`config.mk`:
```
export PLATFORM = sky130hd
export DESIGN_NAME = burst_split_top
export DESIGN_NICKNAME = d
export VERILOG_FILES = /design/src/burst_split_pkg.sv /design/src/beat_count_if.sv /design/src/burst_split_top.sv /design/src/r_last_rebuild.sv /design/src/beat_count_table.sv /design/src/ar_split_fsm.sv
export VERILOG_INCLUDE_DIRS = /design/src
export SDC_FILE = /design/constraint.sdc
export NUM_CORES = 1
export LEC_CHECK = 0
export BUFFER_PORTS_ARGS = -buffer_cell sky130_fd_sc_hd__clkbuf_2
export CAP_MARGIN = 20
export CORE_ASPECT_RATIO = 0.75
export CORE_UTILIZATION = 50
export CTS_CLUSTER_SIZE = 12
export DETAILED_ROUTE_END_ITERATION = 7
export GPL_ROUTABILITY_DRIVEN = 1
export PLACE_DENSITY = 0.73
export SLEW_MARGIN = 20
export SYNTH_ARGS = -nofsm -noshare
export SYNTH_HDL_FRONTEND = slang
export SYNTH_SLANG_ARGS = --single-unit
export TNS_END_PERCENT = 100
```
`constraint.sdc`:
```
create_clock -name clk_i -period 10.7 [get_ports clk_i]
set_input_delay 2.14 -clock clk_i [delete_from_list [all_inputs] [get_ports clk_i]]
set_output_delay 2.14 -clock clk_i [all_outputs]
set_load 0.02 [all_outputs]
```
`src/burst_split_settings.svh`:
```
// Global widths and table depth for the AXI read burst splitter, include where needed
`ifndef BURST_SPLIT_SETTINGS_SVH
`define BURST_SPLIT_SETTINGS_SVH

// ----------------------------------------------------------------------
// AXI channel widths
// ----------------------------------------------------------------------
// Byte address
`define ADDR_W 32
// Read data bus
`define DATA_W 32
// Transaction ID
`define ID_W 4
// AXI4 length field, beats minus one
`define LEN_W 8

// ----------------------------------------------------------------------
// Splitter sizing
// ----------------------------------------------------------------------
// Outstanding original bursts tracked by the beat-count table
`define MAX_TXNS 4

`endif
```
`src/burst_split_pkg.sv`:
```
// Shared types of the burst splitter, imported by every RTL module that needs them
`default_nettype none

`include "burst_split_settings.svh"

package burst_split_pkg;

  // Plain vectors for AXI fields
  typedef logic [`ADDR_W-1:0] addr_t;
  typedef logic [`DATA_W-1:0] data_t;
  typedef logic [`ID_W-1:0]   id_t;
  typedef logic [`LEN_W-1:0]  len_t;
  // One bit wider than len_t so a full 256-beat burst fits
  typedef logic [`LEN_W:0]    beats_t;
  typedef logic [2:0]         size_t;
  typedef logic [1:0]         burst_t;
  typedef logic [1:0]         resp_t;

  // Burst codes in use, WRAP is not handled
  localparam burst_t BURST_FIXED = 2'b00;
  localparam burst_t BURST_INCR  = 2'b01;

  // AR splitter states
  typedef enum logic {IDLE, BUSY} ar_state_e;

  // R last rebuild states
  typedef enum logic {FEED, HOLD} r_state_e;

endpackage

`default_nettype wire

```
`src/beat_count_if.sv`:
```
// Link between the beat-count table, the AR splitter that fills it and the R side that drains it
`default_nettype none

interface beat_count_if
  import burst_split_pkg::*;
();

  // Allocation of one original burst
  logic   alloc_valid;
  logic   alloc_ready;
  // Total beats of the burst, len + 1
  beats_t alloc_beats;

  // Oldest outstanding burst
  logic   head_valid;
  // High when the next downstream last ends the original burst
  logic   head_final;
  // One sub-burst of the head entry has completed
  logic   head_consume;

  // AR splitter side
  modport alloc   (output alloc_valid, output alloc_beats, input alloc_ready);

  // Table side
  modport tbl     (input  alloc_valid, input  alloc_beats, output alloc_ready,
                   output head_valid,  output head_final,  input  head_consume);

  // R side
  modport consume (input head_valid, input head_final, output head_consume);

endinterface

`default_nettype wire

```
`src/burst_split_top.sv`:
```
// Top level of the read-only AXI4 burst splitter with plain AR and R ports on both sides
`default_nettype none

module burst_split_top
  import burst_split_pkg::*;
(
  input  logic   clk_i,
  input  logic   rst_n_i,
  // Max sub-burst length, as an AXI len
  input  len_t   len_limit_i,
  // ----------------------------------------------------------------------
  // Upstream port
  // ----------------------------------------------------------------------
  input  logic   s_ar_valid_i,
  output logic   s_ar_ready_o,
  input  addr_t  s_ar_addr_i,
  input  len_t   s_ar_len_i,
  input  size_t  s_ar_size_i,
  input  burst_t s_ar_burst_i,
  input  id_t    s_ar_id_i,
  output logic   s_r_valid_o,
  input  logic   s_r_ready_i,
  output data_t  s_r_data_o,
  output resp_t  s_r_resp_o,
  output id_t    s_r_id_o,
  output logic   s_r_last_o,
  // ----------------------------------------------------------------------
  // Downstream port
  // ----------------------------------------------------------------------
  output logic   m_ar_valid_o,
  input  logic   m_ar_ready_i,
  output addr_t  m_ar_addr_o,
  output len_t   m_ar_len_o,
  output size_t  m_ar_size_o,
  output burst_t m_ar_burst_o,
  output id_t    m_ar_id_o,
  input  logic   m_r_valid_i,
  output logic   m_r_ready_o,
  input  data_t  m_r_data_i,
  input  resp_t  m_r_resp_i,
  input  id_t    m_r_id_i,
  input  logic   m_r_last_i
);

  // Shared by allocator, table and R consumer
  beat_count_if u_cnt_if ();

  ar_split_fsm u_ar_split (
    .clk_i, .rst_n_i, .len_limit_i,
    .s_ar_valid_i, .s_ar_ready_o, .s_ar_addr_i, .s_ar_len_i,
    .s_ar_size_i, .s_ar_burst_i, .s_ar_id_i,
    .m_ar_valid_o, .m_ar_ready_i, .m_ar_addr_o, .m_ar_len_o,
    .m_ar_size_o, .m_ar_burst_o, .m_ar_id_o,
    .cnt_if (u_cnt_if.alloc)
  );

  beat_count_table u_count (
    .clk_i, .rst_n_i, .len_limit_i,
    .cnt_if (u_cnt_if.tbl)
  );

  r_last_rebuild u_r_last (
    .clk_i, .rst_n_i,
    .m_r_valid_i, .m_r_ready_o, .m_r_data_i, .m_r_resp_i, .m_r_id_i, .m_r_last_i,
    .s_r_valid_o, .s_r_ready_i, .s_r_data_o, .s_r_resp_o, .s_r_id_o, .s_r_last_o,
    .cnt_if (u_cnt_if.consume)
  );

endmodule

`default_nettype wire

```
`src/r_last_rebuild.sv`:
```
// R channel pass-through that rebuilds upstream last from the beat-count table head
`default_nettype none

module r_last_rebuild
  import burst_split_pkg::*;
(
  input  logic  clk_i,
  input  logic  rst_n_i,
  // Downstream R
  input  logic  m_r_valid_i,
  output logic  m_r_ready_o,
  input  data_t m_r_data_i,
  input  resp_t m_r_resp_i,
  input  id_t   m_r_id_i,
  input  logic  m_r_last_i,
  // Upstream R
  output logic  s_r_valid_o,
  input  logic  s_r_ready_i,
  output data_t s_r_data_o,
  output resp_t s_r_resp_o,
  output id_t   s_r_id_o,
  output logic  s_r_last_o,
  // Beat-count table head
  beat_count_if.consume cnt_if
);

  r_state_e state_q, state_d;
  // Last computed for a beat stuck upstream
  logic     last_q, last_d;

  // Payload is untouched
  assign s_r_data_o = m_r_data_i;
  assign s_r_resp_o = m_r_resp_i;
  assign s_r_id_o   = m_r_id_i;

  always_comb begin
    state_d             = state_q;
    last_d              = last_q;
    s_r_valid_o         = 1'b0;
    s_r_last_o          = 1'b0;
    m_r_ready_o         = 1'b0;
    cnt_if.head_consume = 1'b0;
    case (state_q)
      FEED: begin
        // Sub-burst end waits for a valid table head
        if (m_r_valid_i && (!m_r_last_i || cnt_if.head_valid)) begin
          s_r_valid_o = 1'b1;
          s_r_last_o  = m_r_last_i && cnt_if.head_final;
          last_d      = s_r_last_o;
          // Table is updated once per downstream last
          cnt_if.head_consume = m_r_last_i;
          if (s_r_ready_i) begin
            m_r_ready_o = 1'b1;
          end else begin
            state_d = HOLD;
          end
        end
      end
      HOLD: begin
        // Downstream keeps the beat until we take it
        s_r_valid_o = m_r_valid_i;
        s_r_last_o  = last_q;
        if (m_r_valid_i && s_r_ready_i) begin
          m_r_ready_o = 1'b1;
          state_d     = FEED;
        end
      end
      default: state_d = FEED;
    endcase
  end

  always_ff @(posedge clk_i) begin
    if (!rst_n_i) begin
      state_q <= FEED;
    end else begin
      state_q <= state_d;
    end
  end

  always_ff @(posedge clk_i) begin
    last_q <= last_d;
  end

endmodule

`default_nettype wire

```
`src/beat_count_table.sv`:
```
// In-order table of remaining beats per outstanding burst, tells the R side which last is final
`default_nettype none

`include "burst_split_settings.svh"

module beat_count_table
  import burst_split_pkg::*;
(
  input  logic clk_i,
  input  logic rst_n_i,
  input  len_t len_limit_i,
  beat_count_if.tbl cnt_if
);

  localparam int unsigned DEPTH = `MAX_TXNS;
  localparam int unsigned PTR_W = (DEPTH > 1) ? $clog2(DEPTH) : 1;

  typedef logic [PTR_W-1:0] ptr_t;
  typedef logic [PTR_W:0]   cnt_t;

  localparam cnt_t FULL_CNT = cnt_t'(DEPTH);

  beats_t mem_q [DEPTH];
  ptr_t   wr_ptr_q, rd_ptr_q;
  cnt_t   count_q;
  beats_t max_beats;
  beats_t head_beats;
  logic   alloc_fire;
  logic   pop;

  // Circular pointer step for any depth
  function automatic ptr_t ptr_next(input ptr_t p);
    return (p == ptr_t'(DEPTH - 1)) ? '0 : p + ptr_t'(1);
  endfunction

  assign max_beats  = beats_t'(len_limit_i) + beats_t'(1);
  assign head_beats = mem_q[rd_ptr_q];

  assign cnt_if.alloc_ready = (count_q != FULL_CNT);
  assign cnt_if.head_valid  = (count_q != '0);
  // One sub-burst or less left in the head entry
  assign cnt_if.head_final  = cnt_if.head_valid && (head_beats <= max_beats);

  assign alloc_fire = cnt_if.alloc_valid && cnt_if.alloc_ready;
  assign pop        = cnt_if.head_consume && cnt_if.head_final;

  // ----------------------------------------------------------------------
  // Pointers and occupancy
  // ----------------------------------------------------------------------
  always_ff @(posedge clk_i) begin
    if (!rst_n_i) begin
      wr_ptr_q <= '0;
      rd_ptr_q <= '0;
      count_q  <= '0;
    end else begin
      if (alloc_fire) begin
        wr_ptr_q <= ptr_next(wr_ptr_q);
      end
      if (pop) begin
        rd_ptr_q <= ptr_next(rd_ptr_q);
      end
      case ({alloc_fire, pop})
        2'b10:   count_q <= count_q + cnt_t'(1);
        2'b01:   count_q <= count_q - cnt_t'(1);
        default: count_q <= count_q;
      endcase
    end
  end

  // Entry storage
  // Write and head slots differ whenever both fire, the table is then neither empty nor full
  always_ff @(posedge clk_i) begin
    if (alloc_fire) begin
      mem_q[wr_ptr_q] <= cnt_if.alloc_beats;
    end
    if (cnt_if.head_consume && !cnt_if.head_final) begin
      mem_q[rd_ptr_q] <= head_beats - max_beats;
    end
  end

endmodule

`default_nettype wire

```
`src/ar_split_fsm.sv`:
```
// AR channel FSM that forwards short bursts and cuts long ones into sub-bursts downstream
`default_nettype none

module ar_split_fsm
  import burst_split_pkg::*;
(
  input  logic   clk_i,
  input  logic   rst_n_i,
  input  len_t   len_limit_i,
  // Upstream AR
  input  logic   s_ar_valid_i,
  output logic   s_ar_ready_o,
  input  addr_t  s_ar_addr_i,
  input  len_t   s_ar_len_i,
  input  size_t  s_ar_size_i,
  input  burst_t s_ar_burst_i,
  input  id_t    s_ar_id_i,
  // Downstream AR
  output logic   m_ar_valid_o,
  input  logic   m_ar_ready_i,
  output addr_t  m_ar_addr_o,
  output len_t   m_ar_len_o,
  output size_t  m_ar_size_o,
  output burst_t m_ar_burst_o,
  output id_t    m_ar_id_o,
  // Beat-count table allocation
  beat_count_if.alloc cnt_if
);

  ar_state_e state_q, state_d;
  // Stored long burst
  addr_t     addr_q, addr_d;
  beats_t    remain_q, remain_d;
  size_t     size_q;
  burst_t    burst_q;
  id_t       id_q;
  logic      load;
  // Beats per full sub-burst
  beats_t    max_beats;
  logic      fits;
  logic      sub_final;

  assign max_beats = beats_t'(len_limit_i) + beats_t'(1);
  assign fits      = (s_ar_len_i <= len_limit_i);
  // Remainder is the last sub-burst
  assign sub_final = (remain_q <= max_beats);

  assign cnt_if.alloc_beats = beats_t'(s_ar_len_i) + beats_t'(1);

  // ----------------------------------------------------------------------
  // Next state and outputs
  // ----------------------------------------------------------------------
  always_comb begin
    state_d            = state_q;
    addr_d             = addr_q;
    remain_d           = remain_q;
    load               = 1'b0;
    s_ar_ready_o       = 1'b0;
    m_ar_valid_o       = 1'b0;
    cnt_if.alloc_valid = 1'b0;
    // Payload follows upstream by default
    m_ar_addr_o        = s_ar_addr_i;
    m_ar_len_o         = s_ar_len_i;
    m_ar_size_o        = s_ar_size_i;
    m_ar_burst_o       = s_ar_burst_i;
    m_ar_id_o          = s_ar_id_i;
    case (state_q)
      IDLE: begin
        // Nothing moves without a free table entry
        if (s_ar_valid_i && cnt_if.alloc_ready) begin
          if (fits) begin
            // Pass through, allocate on downstream accept
            m_ar_valid_o = 1'b1;
            if (m_ar_ready_i) begin
              cnt_if.alloc_valid = 1'b1;
              s_ar_ready_o       = 1'b1;
            end
          end else begin
            // Take the burst now, split from next cycle on
            cnt_if.alloc_valid = 1'b1;
            s_ar_ready_o       = 1'b1;
            load               = 1'b1;
            addr_d             = s_ar_addr_i;
            remain_d           = cnt_if.alloc_beats;
            state_d            = BUSY;
          end
        end
      end
      BUSY: begin
        m_ar_valid_o = 1'b1;
        m_ar_addr_o  = addr_q;
        m_ar_len_o   = sub_final ? len_t'(remain_q - beats_t'(1)) : len_limit_i;
        m_ar_size_o  = size_q;
        m_ar_burst_o = burst_q;
        m_ar_id_o    = id_q;
        if (m_ar_ready_i) begin
          if (sub_final) begin
            state_d = IDLE;
          end else begin
            remain_d = remain_q - max_beats;
            // FIXED bursts keep their address
            if (burst_q == BURST_INCR) begin
              addr_d = addr_q + (addr_t'(max_beats) << size_q);
            end
          end
        end
      end
      default: state_d = IDLE;
    endcase
  end

  // ----------------------------------------------------------------------
  // Registers
  // ----------------------------------------------------------------------
  always_ff @(posedge clk_i) begin
    if (!rst_n_i) begin
      state_q <= IDLE;
    end else begin
      state_q <= state_d;
    end
  end

  always_ff @(posedge clk_i) begin
    addr_q   <= addr_d;
    remain_q <= remain_d;
    if (load) begin
      size_q  <= s_ar_size_i;
      burst_q <= s_ar_burst_i;
      id_q    <= s_ar_id_i;
    end
  end

endmodule

`default_nettype wire

```
# ---- After elaboration in Yosys (flattened, before gate mapping)
# Memories as Yosys holds them, arrays and structs flattened. A register that Yosys moved wholly into a read port is not among the register bits.
# Cells that the tools add are included.
dict set report op_classes {
  addsub 10
  n_lt_le_gt_ge 3
  eq_ne 11
  n_shift 1
  n_mux 53
  bitwise 2
  reduce_logical 16
}
# cell count
set op_table {}
lappend op_table {{$mux W32} 6}
lappend op_table {{$pmux W32 S2} 1}
lappend op_table {{$mux W9} 4}
lappend op_table {{$add A32 B32 Y32} 1}
lappend op_table {{$shl A9 B3 Y32} 1}
lappend op_table {{$mux W1} 25}
lappend op_table {{$add A8 B1 Y9 const B} 2}
lappend op_table {{$le A9 B9 Y1} 2}
lappend op_table {{$pmux W9 S2} 1}
lappend op_table {{$sub A9 B9 Y9} 2}
lappend op_table {{$mux W8} 2}
lappend op_table {{$pmux W1 S2} 6}
lappend op_table {{$mux W2} 5}
lappend op_table {{$le A8 B8 Y1} 1}
lappend op_table {{$logic_and A1 B1 Y1} 8}
lappend op_table {{$ne A2 B2 Y1 const B} 4}
lappend op_table {{$sub A8 B1 Y8 const B} 1}
lappend op_table {{$eq A2 B2 Y1 const B} 3}
lappend op_table {{$pmux W3 S2} 1}
lappend op_table {{$reduce_and A5 Y1} 1}
lappend op_table {{$add A2 B1 Y2 const B} 2}
lappend op_table {{$eq A2 B1 Y1 const B} 2}
lappend op_table {{$mux W4} 1}
lappend op_table {{$reduce_and A4 Y1} 1}
lappend op_table {{other kinds (11)} 13}
dict set report word_totals {
  ff_bits 60
  ramBits 36
  out_inout_bits 92
  memories 1
}
# memory depth word_bits rd rd_ports_with_merged_regs wr line_no
set mem_list {}
lappend mem_list {u_count.mem_q 4 9 1 1 2 beat_count_table.sv:23} ;# beats_t mem_q [DEPTH];

# ---- Longest topological paths before layout
dict set report logic_depth {
  word_depth 8
  ltp_mapped 17
  ltp_nobuf 16
}

# ---- Modules after synthesis
# Synthesis repeated with hierarchy kept, for this count alone.
dict set report unflattened {
  cells_unflattened 848
  hier_area_um2 8335.5
}
# mod instances cells_each area_each_um2 seq_area_each_um2
set modules_own_cells {}
lappend modules_own_cells {ar_split_fsm 1 571 5072.4 1521.5}
lappend modules_own_cells {beat_count_table 1 223 2846.5 1261.2}
lappend modules_own_cells {r_last_rebuild 1 54 416.6 50.0}

# ---- Worst setup path before layout
# Ideal clock, no wire load.
dict set report synth_timing {
  path_type {input-to-reg}
  startpoint {input len_limit_i[3]}
  endpoint {register u_ar_split.addr_q[0] (enable)}
  setup_time_ps 432
  arrival_time_ps 6589
  required_ps 10268
  slack_ps 3679
  cell_stages 8
  path_cell_list {clkbuf_1 -> inv_1 -> ha_1 -> o21a_1 -> o21bai_1 -> a2111oi_0 -> a21oi_1 -> a21oi_1}
}
dict set report synth_between {
  elab_chain_len 4
  word_cells_on_any_way 6
  cone_classes {add/sub: 1; order compare: 2; eq/ne: 2; reduce/logical: 1}
}
# item line_no
set synth_lines {}
lappend synth_lines {{start, declared} burst_split_top.sv:10} ;# input len_t len_limit_i,
lappend synth_lines {{$add A8 B1 Y9} ar_split_fsm.sv:43} ;# assign max_beats = beats_t'(len_limit_i) + beats_t'(1);
lappend synth_lines {{$le A9 B9 Y1} ar_split_fsm.sv:46} ;# assign sub_final = (remain_q <= max_beats);
lappend synth_lines {{$ne A2 B2 Y1 (no source line)} -}
lappend synth_lines {{$reduce_and A5 Y1 (no source line) (*)} -}
lappend synth_lines {{end signal, assigned} ar_split_fsm.sv:124} ;# addr_q <= addr_d;
lappend synth_lines {{end, declared} ar_split_fsm.sv:32} ;# addr_t addr_q, addr_d;
# Mark *: on every way between the ends. The rest lies on a longest branch, timed or not.
# A chain may end at the register's enable or synchronous reset.

# ---- Final worst setup path
dict set report layout_timing {
  startpoint {input len_limit_i[0]}
  endpoint {output s_r_last_o}
}
dict set report layout_between {
  elab_chain_len 6
}
# item line_no
set layout_lines {}
lappend layout_lines {{$add A8 B1 Y9} beat_count_table.sv:36} ;# assign max_beats = beats_t'(len_limit_i) + beats_t'(1);
lappend layout_lines {{$le A9 B9 Y1} beat_count_table.sv:42} ;# assign cnt_if.head_final = cnt_if.head_valid && (head_beats <= max_beats);
lappend layout_lines {{$logic_and A1 B1 Y1} beat_count_table.sv:42}
lappend layout_lines {{$logic_and A1 B1 Y1} r_last_rebuild.sv:48} ;# s_r_last_o = m_r_last_i && cnt_if.head_final;
lappend layout_lines {{$mux W1} r_last_rebuild.sv:46} ;# if (m_r_valid_i && (!m_r_last_i || cnt_if.head_valid)) begin
lappend layout_lines {{$pmux W1 S2} r_last_rebuild.sv:43} ;# case (state_q)
lappend layout_lines {{end, declared} burst_split_top.sv:26} ;# output logic s_r_last_o,
# No other way between the ends.

==> metrics.md <==
| Metric | Value |
|---|---|
| # resized after CTS | `0` |
| Synth Net Count | `974` |
| Required @ worst endpoint | `8560 ps` |
| #FFs+latches synth | `98` |
| Critical path arrival | `5340 ps` |
| Final setup violation count | `0` |
| First-pass GRT wire length | `32.1 mm` |
| Worst ir drop on vdd | `92.1 uV` |
| R2r worst-path depth | `14` |
| Wire length per cell | `18.3 microns` |
| Reg area | `2840 sq um` |
| Leading area contributor after synthesis | `edfxtp_1` |
| Most common cell after layout, fill and taps aside | `clkbuf_2` |
| Pin count of the biggest net entering global routing | `48` |
| Fillers | `1,382` |
| Layout cells sized above 1 | `0.236` |
| Synth async-reset ratio | `0` |
| Reg2Reg Capture Point | `u_count.count_q[2]$_SDFFE_PN0P_` |
| Final GP Congestion | `0.907` |
| Unique masters post-synth | `71` |
| CTS clk-pin slew, worst paths | `70 ps` |
| Most frequent cells in the layout | `clkbuf_2 (117), edfxtp_1 (87), nand2_1 (79), mux2_2 (49), ha_1 (49)` |
| Clk_skew | `10.9 ps` |
| Setup crit end | `s_r_last_o` |
| Ys Warns | `0` |
| Post-route DRC | `0` |
| Tcrit/Tclk final | `0.699` |
| Tmin final | `7480 ps` |
| Max Clock Freq | `134 MHz` |
| Setup repair bufs after CTS | `0` |
| TritonCTS buffer count | `9` |
| H-tree depth | `3` |
| Max-Cap Viols | `0` |
| Gate Count Post-Synth | `819` |
| Area occupied by multi-input gates | `4740 sq um` |
| Die H | `113 microns` |
| Fin nets | `1,037` |
| Full die area | `16,800 sq um` |
| Worst-Skew Late Latency | `360 ps` |
| CTS Sinks | `98` |
| Vias in the first global route | `5,977` |
| Gr ovfl total | `0` |
| Worst-Margin Slew | `1100 ps` |
| Fin util | `0.560` |
| CTS hold repair buffers | `0` |
| Worst Path Max Fanout | `9` |
| Post-DRT Antenna Nets | `0` |
| Core area | `16,000 sq um` |
| Cell count of the worst hold path | `2` |
| Count of pins over their slew limit | `0` |
| Area share of the largest cell type after synthesis | `0.320` |
| Initial Util | `0.511` |
| Vias | `6,496` |
| Post-DP HPWL | `15.5 mm` |
| Cell Rows | `40` |
| Post-route setup TNS | `0 ps` |
| Slew Limit Headroom | `0.268` |
| Pwr dens | `139 nW/um^2` |
| Vias per cell | `5.92` |
| N_diodes | `0` |
| Setup slack, reg-to-reg | `6130 ps` |
| Total GRT Usage | `0.247` |
| Routed WL | `20.1 mm` |
| Initial antenna violation count | `0` |
| Hold Crit Class | `reg2reg` |
| Status | `completed` |
| I/O Buffers | `117` |
| Post-synthesis sequential area ratio | `0.347` |
| WS Path Type | `in2out` |
| Crit path from | `len_limit_i[0]` |
| Mapped Avg Cell Area | `9.97 sq um` |
| Area Overhead vs Synth | `9.63%` |
| Post-synth EDFFs | `87` |
| Final hold vios | `0` |
| Post-synth top flop | `edfxtp_1` |
| Die width | `150 microns` |
| Root Driver | `clkbuf_16` |
| Area contributors post-synth | `edfxtp_1 (32%), ha_1 (7.5%), mux2_2 (6.8%), mux2i_1 (5.0%), nand2_1 (3.6%)` |
| Netlist Area Pre-Place | `8160 sq um` |
| Maximum buffer depth of the clock tree | `2` |
| RSZ-0062 raised after global routing | `no` |
| Critical path startpoint category | `primary input` |
| P_leak | `0.00384 uW` |
| Drt pass-1 iters | `5` |
| Setup crit end kind | `primary output` |
| CTS tree | `done` |
| Initial drt markers | `581` |
| # IOs | `194` |
## sequential cells by signal (all words and copies together), names as in the netlist, 2 cells and up, named ones only
name and flops:
u_count.wr_ptr_q 2, u_ar_split.id_q 4, u_count.mem_q 36, u_ar_split.burst_q 2, u_count.rd_ptr_q 2, u_ar_split.size_q 3, u_count.count_q 3, u_ar_split.addr_q 32
u_ar_split.remain_q 9
## worst max-delay path: stages
cell and delay, ps:
clkbuf_2 200, ha_1 240, nand2_1 130, or3_1 380, and2_1 250, ha_1 330
a41o_2 230, a211oi_1 510, nand2_1 220, a21oi_1 400, a21o_1 150, clkbuf_2 160
## where the power goes
group	internal, uW	leakage (uW)	switching [uW]
Sequential	458	0.000893	30.3
Combinational	172	0.00281	257
Clock	163	0.000138	162
Total	793	0.00384	449
## routing by layer
layer / global-route usage / vias up / routed length (microns)
li1: - / 3133 / -
met1: 0.392 / 3086 / 10100
met2: 0.330 / 244 / 7970
met3: 0.0577 / 33 / 1730
met4: 0.0605 / 0 / 272
met5: 0 / - / 0
## logic make-up (layout without fill, tap and decap cells)
| group | count (synthesis) | in the layout | synth area share |
|---|---|---|---|
| buf+inv | 119 | 187 | 0.0743 |
| compound gates | 181 | 181 | 0.153 |
| mux | 108 | 108 | 0.159 |
| flops | 98 | 98 | 0.347 |
| simple gates | 215 | 215 | 0.129 |
| xor+xnor | 44 | 44 | 0.0509 |
| fa+ha+maj | 54 | 54 | 0.0862 |
## final cells by class
class / count / area share
clock buffers: 9 / 0.0252
repair buffers: 121 / 0.0710
clock inverters: 7 / 0.00671
inverters: 50 / 0.0210
flip-flops and latches: 98 / 0.317
well taps: 210 / 0.0294
multi-input cells: 602 / 0.530
## worst min-delay path by stage
stage	start	endpoint	slack, ps
after floorplan	u_count.wr_ptr_q[1]$_SDFFE_PN0P_	u_count.wr_ptr_q[1]$_SDFFE_PN0P_	470
after global placement	u_count.wr_ptr_q[1]$_SDFFE_PN0P_	u_count.wr_ptr_q[1]$_SDFFE_PN0P_	490
after detailed placement	u_count.wr_ptr_q[1]$_SDFFE_PN0P_	u_count.wr_ptr_q[1]$_SDFFE_PN0P_	490
after CTS	u_count.wr_ptr_q[1]$_SDFFE_PN0P_	u_count.wr_ptr_q[1]$_SDFFE_PN0P_	500
after global routing	u_count.wr_ptr_q[1]$_SDFFE_PN0P_	u_count.wr_ptr_q[1]$_SDFFE_PN0P_	520
final	u_count.wr_ptr_q[1]$_SDFFE_PN0P_	u_count.wr_ptr_q[1]$_SDFFE_PN0P_	500
## Yosys cell counts, drive strengths merged, types with 3 or more instances
master,instances
xnor2,24
mux2i,41
and2,8
o22ai,5
mux4,9
nor4,8
a21o,21
o21bai,4
clkbuf,23
and3,6
buf,46
mux2,58
nand4,8
o21ai,31
o21a,11
o2111ai,4
nand3,13
dfxtp,11
o211ai,12
a31oi,8
a31o,3
nor2,44
or3,8
a211oi,6
fa,4
nand2b,3
a21oi,39
ha,49
edfxtp,87
nor2b,8
a21boi,3
o31ai,9
a22o,5
o311ai,6
nand2,83
inv,49
xor2,18
nor3b,5
nor3,9
or2,3
## through the flow
step | hold slack [ps] | total power, uW | cells | worst slack (ps) | area (sq um)
2_1_floorplan | 468 | 818 | 819 | 3680 | 8160
3_3_place_gp | 488 | 909 | 1080 | 3360 | 8630
3_5_place_dp | 493 | 914 | 1080 | 3300 | 8630
4_1_cts | 503 | 1240 | 1096 | 3280 | 8920
5_1_grt | 522 | 1310 | 1097 | 2990 | 8950
6_report | 499 | 1240 | 1097 | 3220 | 8950
(Power assumes the default switching activity.)
